$ cat config.mk
export PLATFORM = sky130hd
export DESIGN_NAME = dma_writer
export DESIGN_NICKNAME = d
export VERILOG_FILES = /design/src/source/pcie_bus_pkg.sv /design/src/source/ring_pkg.sv /design/src/source/dma_writer.sv
export SDC_FILE = /design/constraint.sdc
export NUM_CORES = 1
export LEC_CHECK = 0
export BUFFER_PORTS_ARGS = -buffer_cell sky130_fd_sc_hd__buf_2
export CAP_MARGIN = 20
export CORE_AREA = 3 3 542 544
export DETAILED_ROUTE_END_ITERATION = 16
export DIE_AREA = 0 0 545 547
export GPL_TIMING_DRIVEN = 0
export PLACE_DENSITY = 0.4
export SETUP_SLACK_MARGIN = 0.4
export SLEW_MARGIN = 25
export SYNTH_ARGS = -nofsm -noshare
export SYNTH_HDL_FRONTEND = slang
export SYNTH_SLANG_ARGS = --single-unit
$ cat constraint.sdc
create_clock -name clk -period 114.6 [get_ports clk]
set_input_delay 5.73 -clock clk [delete_from_list [all_inputs] [get_ports clk]]
set_output_delay 5.73 -clock clk [all_outputs]
set_load 0.05 [all_outputs]
$ cat src/source/pcie_bus_pkg.sv
`default_nettype none

package pcie_bus_pkg;

    // bytes carried by one beat of the write port
    localparam int BEAT_BYTES = 64;

    // longest burst the host bridge accepts
    localparam int MAX_BURST = 8;

    // payload word repeated through the body of each generated flit
    localparam logic [63:0] FILL_PATTERN = 64'h0000babe0000face;

    // one packet beat as it travels through the packet FIFO
    typedef struct packed {
        logic [511:0] data;
        logic         sop;
        logic         eop;
    } flit_t;

    // bus-master write request
    typedef struct packed {
        logic         write;
        logic [63:0]  address;
        logic [63:0]  byteenable;
        logic [511:0] writedata;
        // nonzero only on the first beat of a burst
        logic [3:0]   burstcount;
    } bas_wr_t;

endpackage

`default_nettype wire

$ cat src/source/ring_pkg.sv
`default_nettype none

package ring_pkg;

    localparam int QUEUE_IDX_W = 6;

    // ring pointers count flits
    localparam int RB_PTR_W = 20;

    typedef logic [QUEUE_IDX_W-1:0] queue_idx_t;
    typedef logic [RB_PTR_W-1:0]    rb_ptr_t;

    localparam int DWORDS_PER_FLIT = 16;

    // each queue owns one host page, the first beat of it holds the tail pointer
    localparam int QUEUE_PAGE_BYTES = 4096;

    typedef struct packed {
        queue_idx_t  queue_id;
        // in flits
        logic [16:0] size;
    } pkt_desc_t;

    typedef struct packed {
        rb_ptr_t     head;
        rb_ptr_t     tail;
        logic [63:0] kmem_addr;
    } queue_state_t;

endpackage

`default_nettype wire

$ cat src/source/dma_writer.sv
`timescale 1ns/1ps
`default_nettype none

module dma_writer #(
    parameter int FIFO_DEPTH = 512
) (
    input  wire                          clk,
    input  wire                          rst,
    input  wire pcie_bus_pkg::flit_t     pkt_head,
    input  wire [$clog2(FIFO_DEPTH):0]   pkt_occup,
    output logic                         pkt_rd_en,
    input  wire ring_pkg::pkt_desc_t     desc_head,
    input  wire [$clog2(FIFO_DEPTH):0]   desc_occup,
    output logic                         desc_rd_en,
    output ring_pkg::queue_idx_t         rd_queue,
    output logic                         queue_rd_en,
    input  wire                          queue_ready,
    input  wire ring_pkg::queue_state_t  queue_state,
    output ring_pkg::queue_idx_t         wr_queue,
    output ring_pkg::rb_ptr_t            out_tail,
    output logic                         tail_wr_en,
    input  wire [30:0]                   rb_size,
    input  wire                          write_pointer,
    output pcie_bus_pkg::bas_wr_t        bas_wr,
    input  wire                          pcie_bas_waitrequest,
    output logic [31:0]                  dma_stall_cnt
);

    typedef enum logic [1:0] {
        ST_IDLE,
        ST_BURST,
        ST_CONT,
        ST_DONE
    } state_t;

    state_t              state;
    ring_pkg::pkt_desc_t cur_desc;
    ring_pkg::rb_ptr_t   cur_tail;
    logic [63:0]         cur_kmem;
    logic                cur_valid;
    logic [16:0]         missing_flits;
    logic [3:0]          burst_left;
    logic [3:0]          burst_len;
    logic [63:0]         page_offset;
    logic [63:0]         beat_offset;
    logic [31:0]         tail_sum;
    ring_pkg::rb_ptr_t   new_tail;
    logic                beat_due;
    logic                beat_go;
    logic                done_go;

    // a beat can go once the queue state is known and the bridge is free
    assign beat_due = (state == ST_BURST && cur_valid) || state == ST_CONT;
    assign beat_go  = beat_due && !pcie_bas_waitrequest && (pkt_occup != '0);
    assign done_go  = (state == ST_DONE) && !pcie_bas_waitrequest;

    // pops land in the same cycle so the next beat sees the next flit
    assign pkt_rd_en  = beat_go;
    assign desc_rd_en = (state == ST_IDLE) && (desc_occup != '0);

    assign burst_len = (missing_flits > 17'(pcie_bus_pkg::MAX_BURST))
                       ? 4'(pcie_bus_pkg::MAX_BURST) : missing_flits[3:0];

    // data starts one beat into the queue page, after the tail slot
    assign page_offset = 64'(cur_desc.queue_id) * ring_pkg::QUEUE_PAGE_BYTES;
    assign beat_offset = 64'(cur_desc.size - missing_flits) * pcie_bus_pkg::BEAT_BYTES;

    assign tail_sum = 32'(cur_tail) + 32'(cur_desc.size);
    assign new_tail = (tail_sum >= 32'(rb_size)) ? ring_pkg::rb_ptr_t'(tail_sum - 32'(rb_size))
                                                 : ring_pkg::rb_ptr_t'(tail_sum);

    always_ff @(posedge clk) begin
        if (rst) begin
            state         <= ST_IDLE;
            cur_valid     <= 1'b0;
            queue_rd_en   <= 1'b0;
            tail_wr_en    <= 1'b0;
            bas_wr.write  <= 1'b0;
            dma_stall_cnt <= '0;
        end else begin
            queue_rd_en <= 1'b0;
            tail_wr_en  <= 1'b0;

            // a pending request was taken this cycle
            if (!pcie_bas_waitrequest) begin
                bas_wr.write <= 1'b0;
            end

            if ((beat_due && !beat_go) || (state == ST_DONE && !done_go)) begin
                dma_stall_cnt <= dma_stall_cnt + 32'd1;
            end

            case (state)
                ST_IDLE: begin
                    if (desc_rd_en) begin
                        cur_desc    <= desc_head;
                        rd_queue    <= desc_head.queue_id;
                        queue_rd_en <= 1'b1;
                        cur_valid   <= 1'b0;
                        state       <= ST_BURST;
                    end
                end
                ST_BURST: begin
                    if (!cur_valid && queue_ready) begin
                        cur_valid     <= 1'b1;
                        cur_tail      <= queue_state.tail;
                        cur_kmem      <= queue_state.kmem_addr;
                        missing_flits <= cur_desc.size;
                    end else if (beat_go) begin
                        bas_wr.write      <= 1'b1;
                        bas_wr.address    <= cur_kmem + 64'(pcie_bus_pkg::BEAT_BYTES)
                                             + page_offset + beat_offset;
                        bas_wr.byteenable <= '1;
                        bas_wr.writedata  <= pkt_head.data;
                        bas_wr.burstcount <= burst_len;
                        missing_flits     <= missing_flits - 1'b1;
                        burst_left        <= burst_len - 1'b1;
                        state             <= (missing_flits > 17'd1) ? ST_CONT : ST_DONE;
                    end
                end
                ST_CONT: begin
                    if (beat_go) begin
                        bas_wr.write      <= 1'b1;
                        bas_wr.byteenable <= '1;
                        bas_wr.writedata  <= pkt_head.data;
                        bas_wr.burstcount <= '0;
                        missing_flits     <= missing_flits - 1'b1;
                        burst_left        <= burst_left - 1'b1;
                        if (burst_left == 4'd1) begin
                            state <= (missing_flits > 17'd1) ? ST_BURST : ST_DONE;
                        end
                    end
                end
                ST_DONE: begin
                    if (done_go) begin
                        if (write_pointer) begin
                            bas_wr.write      <= 1'b1;
                            bas_wr.address    <= cur_kmem + page_offset;
                            bas_wr.byteenable <= 64'h0000_0000_0000_000f;
                            bas_wr.writedata  <= 512'(new_tail);
                            bas_wr.burstcount <= 4'd1;
                        end
                        out_tail   <= new_tail;
                        wr_queue   <= cur_desc.queue_id;
                        tail_wr_en <= 1'b1;
                        cur_valid  <= 1'b0;
                        state      <= ST_IDLE;
                    end
                end
                default: state <= ST_IDLE;
            endcase
        end
    end

    // generator framing must line up with the descriptor sizes
    a_first_beat_sop: assert property (@(posedge clk) disable iff (rst)
        (beat_go && missing_flits == cur_desc.size) |-> pkt_head.sop);

    a_last_beat_eop: assert property (@(posedge clk) disable iff (rst)
        (beat_go && missing_flits == 17'd1) |-> pkt_head.eop);

endmodule

`default_nettype wire

# After elaboration in Yosys (flattened, before gate mapping)
# Index checks and enable logic that the tools add are counted.
[totals] wordCells=113 out_inout_bits=713 regBits=836 inputBits=697
[classes] n_lt_le_gt_ge=3 n_reduce_logical=32 n_addsub=11 n_mux=34 eq_ne=12 n_bitwise=3
[ops] op="645-bit 2-to-1 mux" n=4
[ops] op="580-bit one-hot mux with 3 select lines" n=1
[ops] op="580-bit 2-to-1 mux" n=1
[ops] op="64-bit by 18-bit adder with 64-bit output" n=2
[ops] op="64-bit one-hot mux with 2 select lines" n=1
[ops] op="64-bit adder" n=1
[ops] op="64-bit by 7-bit adder with 64-bit output, second input constant" n=1
[ops] op="17-bit 2-to-1 mux" n=2
[ops] op="17-bit one-hot mux with 2 select lines" n=1
[ops] op="32-bit by 1-bit adder with 32-bit output, second input constant" n=1
[ops] op="21-bit by 31-bit >= comparator with 1-bit output" n=1
[ops] op="20-bit by 17-bit adder with 21-bit output" n=1
[ops] op="20-bit 2-to-1 mux" n=1
[ops] op="10-bit nonzero test" n=2
[ops] op="20-bit subtractor" n=1
[ops] op="17-bit by 17-bit subtractor with 18-bit output" n=1
[ops] op="17-bit by 1-bit > comparator with 1-bit output, second input constant" n=1
[ops] op="17-bit by 4-bit > comparator with 1-bit output, second input constant" n=1
[ops] op="17-bit by 1-bit subtractor with 17-bit output, second input constant" n=1
[ops] op="4-bit 2-to-1 mux" n=4
[ops] op="2-bit 2-to-1 mux" n=7
[ops] op="2-bit inequality test, second input constant" n=6
[ops] op="6-bit AND reduction" n=2
[ops] op="3-bit AND reduction" n=3
[ops] op="21 further kinds" n=48

# Logic depth before layout (Yosys ltp)
# Gate-level depths: netlist of the first run.
[logic_depth] word_depth=8 mapped_depth=25

# Worst setup path after synthesis of the first run
# OpenSTA, ideal clock, no wires.
[synth_path] path_kind="input port to flip-flop" startpoint="input port pcie_bas_waitrequest" endpoint="register bas_wr[0] (netlist bit), enable pin" stages=7 setup_slack_ns=24.163 required_time_ns=110.465 arrival_ns=86.302 setup_time_ns=4.135 cell_sequence="clkbuf_1 -> a31oi_1 -> nor2b_1 -> buf_2 -> nand2_1 -> o21a_1 -> a2111oi_0"
[synth_between] elab_chain_len=5 elab_cells_between_ends=8 classes_between="3 x eq/ne; 5 x reduce/logical"
[synth_lines] element="start: declaration" line="dma_writer.sv:25" rtl="input wire pcie_bas_waitrequest,"
[synth_lines] element="1-bit zero test (*)"
[synth_lines] element="1-bit logical AND (*) (2 in a row)" line="dma_writer.sv:54" rtl="assign beat_go = beat_due && !pcie_bas_waitrequest && (pkt_occup != '0);"
[synth_lines] element="named net pkt_rd_en" line="dma_writer.sv:11" rtl="output logic pkt_rd_en,"
[synth_lines] element="2-bit inequality test (no source line)"
[synth_lines] element="7-bit AND reduction (no source line) (*)"
[synth_lines] element="end: declaration" line="dma_writer.sv:24" rtl="output pcie_bus_pkg::bas_wr_t bas_wr,"
# The timed path passes the listed nets; every way through them passes the cells marked *.
# A chain may end at the register's enable or synchronous reset.

# Worst setup path after layout of the first run
[layout_path] startpoint="input port pkt_occup[9]" endpoint="output port pkt_rd_en"
[layout_between] elab_chain_len=2
[layout_lines] element="start: declaration" line="dma_writer.sv:10" rtl="input wire [$clog2(FIFO_DEPTH):0] pkt_occup,"
[layout_lines] element="10-bit nonzero test" line="dma_writer.sv:54"
[layout_lines] element="1-bit logical AND" line="dma_writer.sv:54"
[layout_lines] element="end: declaration" line="dma_writer.sv:11"
# No other way between the ends.

==> results_dict.tcl, run 1 <==
set metrics [dict create \
    outcome "finished clean" \
    clock_skew_ns 0.0572 \
    ys_types 86 \
    wire_per_inst_microns 26.0 \
    drt_wl_total_microns 223000 \
    leakagePower_nw 21.7 \
    grt_max_degree 34 \
    crit_path_end_kind "primary output" \
    drc 0 \
    slowest_stage "nor4_2" \
    async_reset_ff_frac 0 \
    clock_sinks 774 \
    drive_gt1_frac 0.392 \
    fin_nets 5433 \
    instances_no_fill 8580 \
    cp_num_buf_inv 3 \
    cp_top_family "simple AND/OR/NAND/NOR gates" \
    synth_area_leaders "edfxtp_1 60%, and2_1 8.5%, ha_1 6.1%" \
    synth_nets 3801 \
    grt_pass1_wl_microns 285000 \
    tightest_slew_ns 0.975 \
    first_pass_iters 5 \
    slew_violations 0 \
    ant_nets 0 \
    post_cts_buffers 0 \
    synth.avg_cell_area_sq_um 12.7 \
    setup-tns-final_ns 0 \
    ys.flop_type "edfxtp_1" \
    fp.dieH_microns 547 \
    grt.overflow.total 0 \
    cts_resized 0 \
    critical_path.max_stage_delay_ns 0.57 \
    die-area_sq_mm 0.298 \
    period_share 0.115 \
    cp-start-kind "input port" \
    core_sq_mm 0.290 \
    vias_per_cell 3.56 \
    ctsHoldBuffers 0 \
    ff_latch_area_sq_mm 0.0229 \
    cts_made_buffers 104 \
    root_buffer "clkbuf_16" \
    cp.required_ns 108.87 \
    highest-signal-layer "met5" \
    initial_utilization 0.128 \
    drtIter0Drc 2342 \
    area_delta_synth_final_pct 43.8 \
    critPathMaxFanout 10 \
    fill_cells 32203 \
    path_clk_slew_ns 0.05 \
    row_count 198 \
    fmax_ghz 0.0756 \
    ys_ff_latch 774 \
    track_usage 0.143 \
    antenna_found_initial 166 \
    maxCapViolCount 0 \
    dpl.hpwl_microns 196000 \
    synth_edf_count 736 \
    worstPathCellList "buf_2 > nor4_2 > a31oi_1 > nor2b_1 > buf_2 > buf_2" \
    hold_viol_final 0 \
    multi_input_area_sq_mm 0.0130 \
    irDropWorstVdd_v 0.0000122 \
    critPathLaunch "pkt_occup[9]" \
    gp_congestion 0.931 \
    crit_path_frequent_cell "buf_2" \
    worstSetupPathType "input port to primary output" \
    syn_area_sq_mm 0.0371 \
    cts.path.max_buffers 4 \
    yosys_warnings 0 \
    grt_setup_unrepaired "false" \
    r2r_start "state[1]$_SDFFE_PP0P_" \
    synth_top_area_cell "edfxtp_1" \
    insertion_delay_ns 0.83 \
    wl_met3_microns 23200 \
    vias 30560 \
    min-delay-start "dma_stall_cnt[24]$_SDFFE_PP0P_" \
    layout_min_cycle_time_ns 13.23 \
    cts_tree "built" \
    portBuffers 1385 \
    arrival_ns 7.50 \
    synth_top_area_share 0.596 \
    wl_met1_microns 84600 \
    grt_pass1_vias 30337 \
    finalSetupViolations 0 \
    cts_max_level 3 \
    min-delay-path-class "flop to flop" \
    slew_headroom 0.350 \
    placedCellCount 8339 \
    power_density_mw_per_mm2 29.4 \
    io_pins 1410 \
    ys_seq_area_frac 0.617 \
    die_w_microns 545 \
    synth_cells 2913 \
    route.met2.wl_microns 109000 \
]
power by group:
group          internal, mW  total [mW]  switching (mW)  leakage, nW
Sequential            0.400       0.430          0.0295         7.20
Clock                 0.182       0.320           0.138         1.58
Combinational         0.238       0.817           0.579         12.9
Total                 0.821        1.57           0.747         21.7
per-layer routing:
layer / up-vias / track usage
met5: - / 0
met1: 14904 / 0.164
met3: 369 / 0.0542
li1: 13795 / -
met4: 64 / 0.0395
met2: 1428 / 0.245
worst paths after layout:
kind                                                  endpoint  slack, ns  cells past startpoint
worst max-delay path                                 pkt_rd_en     101.37                      6
worst min-delay path            dma_stall_cnt[24]$_SDFFE_PP0P_       0.52                      2
worst max register to register           bas_wr[130]$_DFFE_PP_     107.46                     31
worst min register to register  dma_stall_cnt[24]$_SDFFE_PP0P_       0.52                      2
final cells by class:
class | instances | area share
multi-input combinational | 1861 | 0.243
inverter | 101 | 0.00711
clock buffer | 121 | 0.0504
tap | 3900 | 0.0915
sequential | 774 | 0.429
clock inverter | 67 | 0.0111
antenna | 53 | 0.00249
buffer | 177 | 0.0174
timing repair buffer | 1526 | 0.148
worst register-to-register path: cells and delay by family, from the launching register on:
kind	cells	cell delay, ns
buffers and inverters	25	5.22
DFF	1	0.36
adders and majority gates	1	0.16
AOI/OAI and AO/OA	3	0.74
and+or+nand+nor	2	0.35
per-stage QoR:
step / util / hold slack (ns) / area, sq um / power, mW / setup slack (ns)
after floorplan: - / 0.481 / 37100 / 1.14 / 24.16
after global placement: 0.169 / 0.494 / 48900 / 1.52 / -26.59
after detailed placement: 0.172 / 0.501 / 49900 / 1.26 / 101.29
after CTS: 0.183 / 0.516 / 53200 / 1.59 / 101.29
after global routing: 0.183 / 0.560 / 53200 / 1.66 / 101.37
final: 0.184 / 0.522 / 53300 / 1.57 / 101.37
cells in the final DEF (no fill, tap or decap), types with 99 or more instances in the layout:
cell and n:
clkbuf_1 112, inv_1 99, edfxtp_1 736, and2_1 504, a21oi_1 123, clkbuf_16 104
xnor2_1 101, nand2_1 149, ha_1 180, nor2_1 109, buf_2 1486
kinds of logic after synthesis:
family                     count (synthesis)  share of synthesized area
AOI/OAI and AO/OA                        460                     0.0804
buffers and inverters                    278                     0.0352
adders and majority gates                191                     0.0667
DFF                                      774                      0.617
muxes                                      7                    0.00196
and+or+nand+nor                         1009                      0.153
xor gates and xnor gates                 194                     0.0462
registers in the layout, summed over array words and instances, names as in the netlist, 2 cells and up:
name	flops
bas_wr	583
burst_left	4
cur_desc	23
cur_kmem	64
cur_tail	20
dma_stall_cnt	32
missing_flits	17
out_tail	20
state	2
wr_queue	6
synth_stat cells, drive strengths merged (31+ instances only):
library cell    n
nand3          47
clkbuf        101
nand4          35
nor2b          31
nor2          113
dfxtp          38
o21ai          99
xor2           92
o22ai          48
a21o           51
a21oi         124
nor3           36
ha            180
and2          505
inv           101
edfxtp        736
xnor2         101
nand2         149
buf            76
(Power assumes the default switching activity.)
==> run 2, diff against run 1 <==
==> constraint.sdc (replaced) <==
create_clock -name clk -period 13.75 [get_ports clk]
set_input_delay 0.6875 -clock clk [delete_from_list [all_inputs] [get_ports clk]]
set_output_delay 0.6875 -clock clk [all_outputs]
set_load 0.05 [all_outputs]
==> run 2 against run 1 <==
Combinational power grew to 8.4 times the previous value. Routed wire length up 5.4%. Critical path depth increased by 16. Final cell count up 0.24%. Critical path type is now flop to flop. Highest routed layer unchanged.
==> results_dict.tcl, run 2 (synthesis results as in run 1) <==
set metrics [dict create \
    vias 30406 \
    outcome "finished clean" \
    initial_utilization 0.128 \
    clock_sinks 774 \
    fp.dieH_microns 547 \
    arrival_ns 7.68 \
    wire_per_inst_microns 27.3 \
    slew_violations 0 \
    critPathLaunch "cur_desc[2]$_DFFE_PP_" \
    grt_max_degree 29 \
    grt_setup_unrepaired "false" \
    ctsHoldBuffers 78 \
    die_w_microns 545 \
    insertion_delay_ns 0.85 \
    maxCapViolCount 0 \
    fin_ws_ns 6.62 \
    min-delay-start "queue_state[32]" \
    grt.overflow.total 0 \
    cp.required_ns 14.30 \
    top_register "bas_wr" \
    drc 0 \
    cts.path.max_buffers 4 \
    crit_path_end_kind "flop" \
    drtIter0Drc 1890 \
    irDropWorstVdd_v 0.000113 \
    tightest_slew_ns 1.04 \
    cts_resized 0 \
    fill_cells 32100 \
    cts_made_buffers 109 \
    grt_pass1_vias 30935 \
    cts_tree "built" \
    reg_top3 "bas_wr (583), cur_kmem (64), dma_stall_cnt (32)" \
    first_pass_iters 5 \
    die-area_sq_mm 0.298 \
    portBuffers 1385 \
    antenna_found_initial 144 \
    fmax_ghz 0.140 \
    layout_min_cycle_time_ns 7.13 \
    period_share 0.519 \
    fin_nets 5467 \
    gp_congestion 0.932 \
    cts_max_level 3 \
    final_common_cell "buf_2" \
    final_cell_mix "1388 x buf_2, 736 x edfxtp_1, 504 x and2_1, 180 x ha_1, 148 x nand2_1" \
    critPathMaxFanout 5 \
    slew_headroom 0.308 \
    ant_nets 0 \
    leakagePower_nw 21.9 \
    largest_reg_flops 583 \
    pre_cts_ws_ns 6.53 \
    hold_viol_final 0 \
    grt_pass1_wl_microns 301000 \
    io_pins 1410 \
    worstSetupPathType "flop to flop" \
    path_clk_slew_ns 0.06 \
    drive_gt1_frac 0.378 \
    dpl.hpwl_microns 207000 \
    area_delta_synth_final_pct 46.2 \
    drt_wl_total_microns 235000 \
    finalSetupViolations 0 \
    min-delay-path-class "input port to flop" \
    cp-start-kind "flop" \
    clock_skew_ns 0.0695 \
    track_usage 0.151 \
    total_power_mw 13.2 \
    row_count 198 \
    root_buffer "clkbuf_16" \
    power_density_mw_per_mm2 244 \
    core_sq_mm 0.290 \
    r2r_start "cur_desc[2]$_DFFE_PP_" \
    post_cts_buffers 0 \
    vias_per_cell 3.54 \
]
==> run 2: cell types whose count changed in the layout (fill, tap and decap cells not counted), sizes merged <==
cell / change
clkbuf: +19
bufinv: -1
diode: -17
clkinvlp: -9
inv: -1
buf: -49
clkinv: +1
dlygate4sd3: +78
==> run 2: worst paths after layout <==
kind | endpoint | slack, ns | depth (start not counted)
worst max-delay path | bas_wr[639]$_DFFE_PP_ | 6.62 | 22
worst min-delay path | cur_kmem[32]$_DFFE_PP_ | 0.11 | 1
worst max register to register | bas_wr[639]$_DFFE_PP_ | 6.62 | 22
worst min register to register | dma_stall_cnt[29]$_SDFFE_PP0P_ | 0.50 | 2
==> run 2: through the flow <==
| step | hold slack, ns | cell area (sq um) | setup TNS [ns] | cells | utilization |
|---|---|---|---|---|---|
| 6_report | 0.111 | 54200 | 0 | 8601 | 0.187 |
| 5_1_grt | 0.0238 | 54100 | 0 | 8571 | 0.187 |
| 4_1_cts | 0.0000484 | 54100 | 0 | 8565 | 0.186 |
| 3_5_place_dp | 0.495 | 49900 | 0 | 8290 | 0.172 |
| 3_3_place_gp | 0.491 | 49000 | -8867.77 | 8198 | 0.169 |
| 2_1_floorplan | 0.481 | 37200 | -2767.70 | 2913 | - |
==> run 2: layout make-up <==
type | count | area, sq um | share of cell area
Antenna cell | 36 | 90.1 | 0.00166
Buffer | 177 | 967 | 0.0178
Clock buffer | 140 | 2950 | 0.0544
Clock inverter | 57 | 483 | 0.00891
Inverter | 101 | 379 | 0.00700
Multi-Input combinational cell | 1861 | 13000 | 0.240
Sequential cell | 774 | 22900 | 0.422
Tap cell | 3900 | 4880 | 0.0900
Timing Repair Buffer | 1555 | 8580 | 0.158
==> run 2: power breakdown <==
part	internal [mW]	switching, mW
registers	3.34	0.257
logic	2.01	4.83
clock network	1.61	1.15
total	6.95	6.24
==> run 2: routing by layer <==
metal	track usage	wire, microns	share of wire	vias to the layer above
met1	0.176	91700	0.39	14764
met3	0.0536	21800	0.093	372
met2	0.263	114000	0.49	1407
met4	0.0383	7010	0.030	36
li1	-	-	-	13827
met5	0	218	0.00093	-
==> run 2: critical path: stages (launching register included) <==
cell      delay, ns
edfxtp_1       0.61
ha_1           0.45
nor2b_1        0.15
o21ai_0        0.23
a21boi_1       0.16
o211ai_1       0.23
a21oi_1        0.13
o31ai_1        0.50
nor2b_1        0.12
or3_1          0.33
a21oi_1        0.19
xnor2_1        0.21
ha_1           0.30
ha_1           0.38
a21oi_1        0.23
o21ai_0        0.16
or2_2          0.32
a311oi_2       0.58
o21ai_2        0.24
a41oi_1        0.60
o21ai_0        0.22
xnor2_1        0.16
o22ai_1        0.34
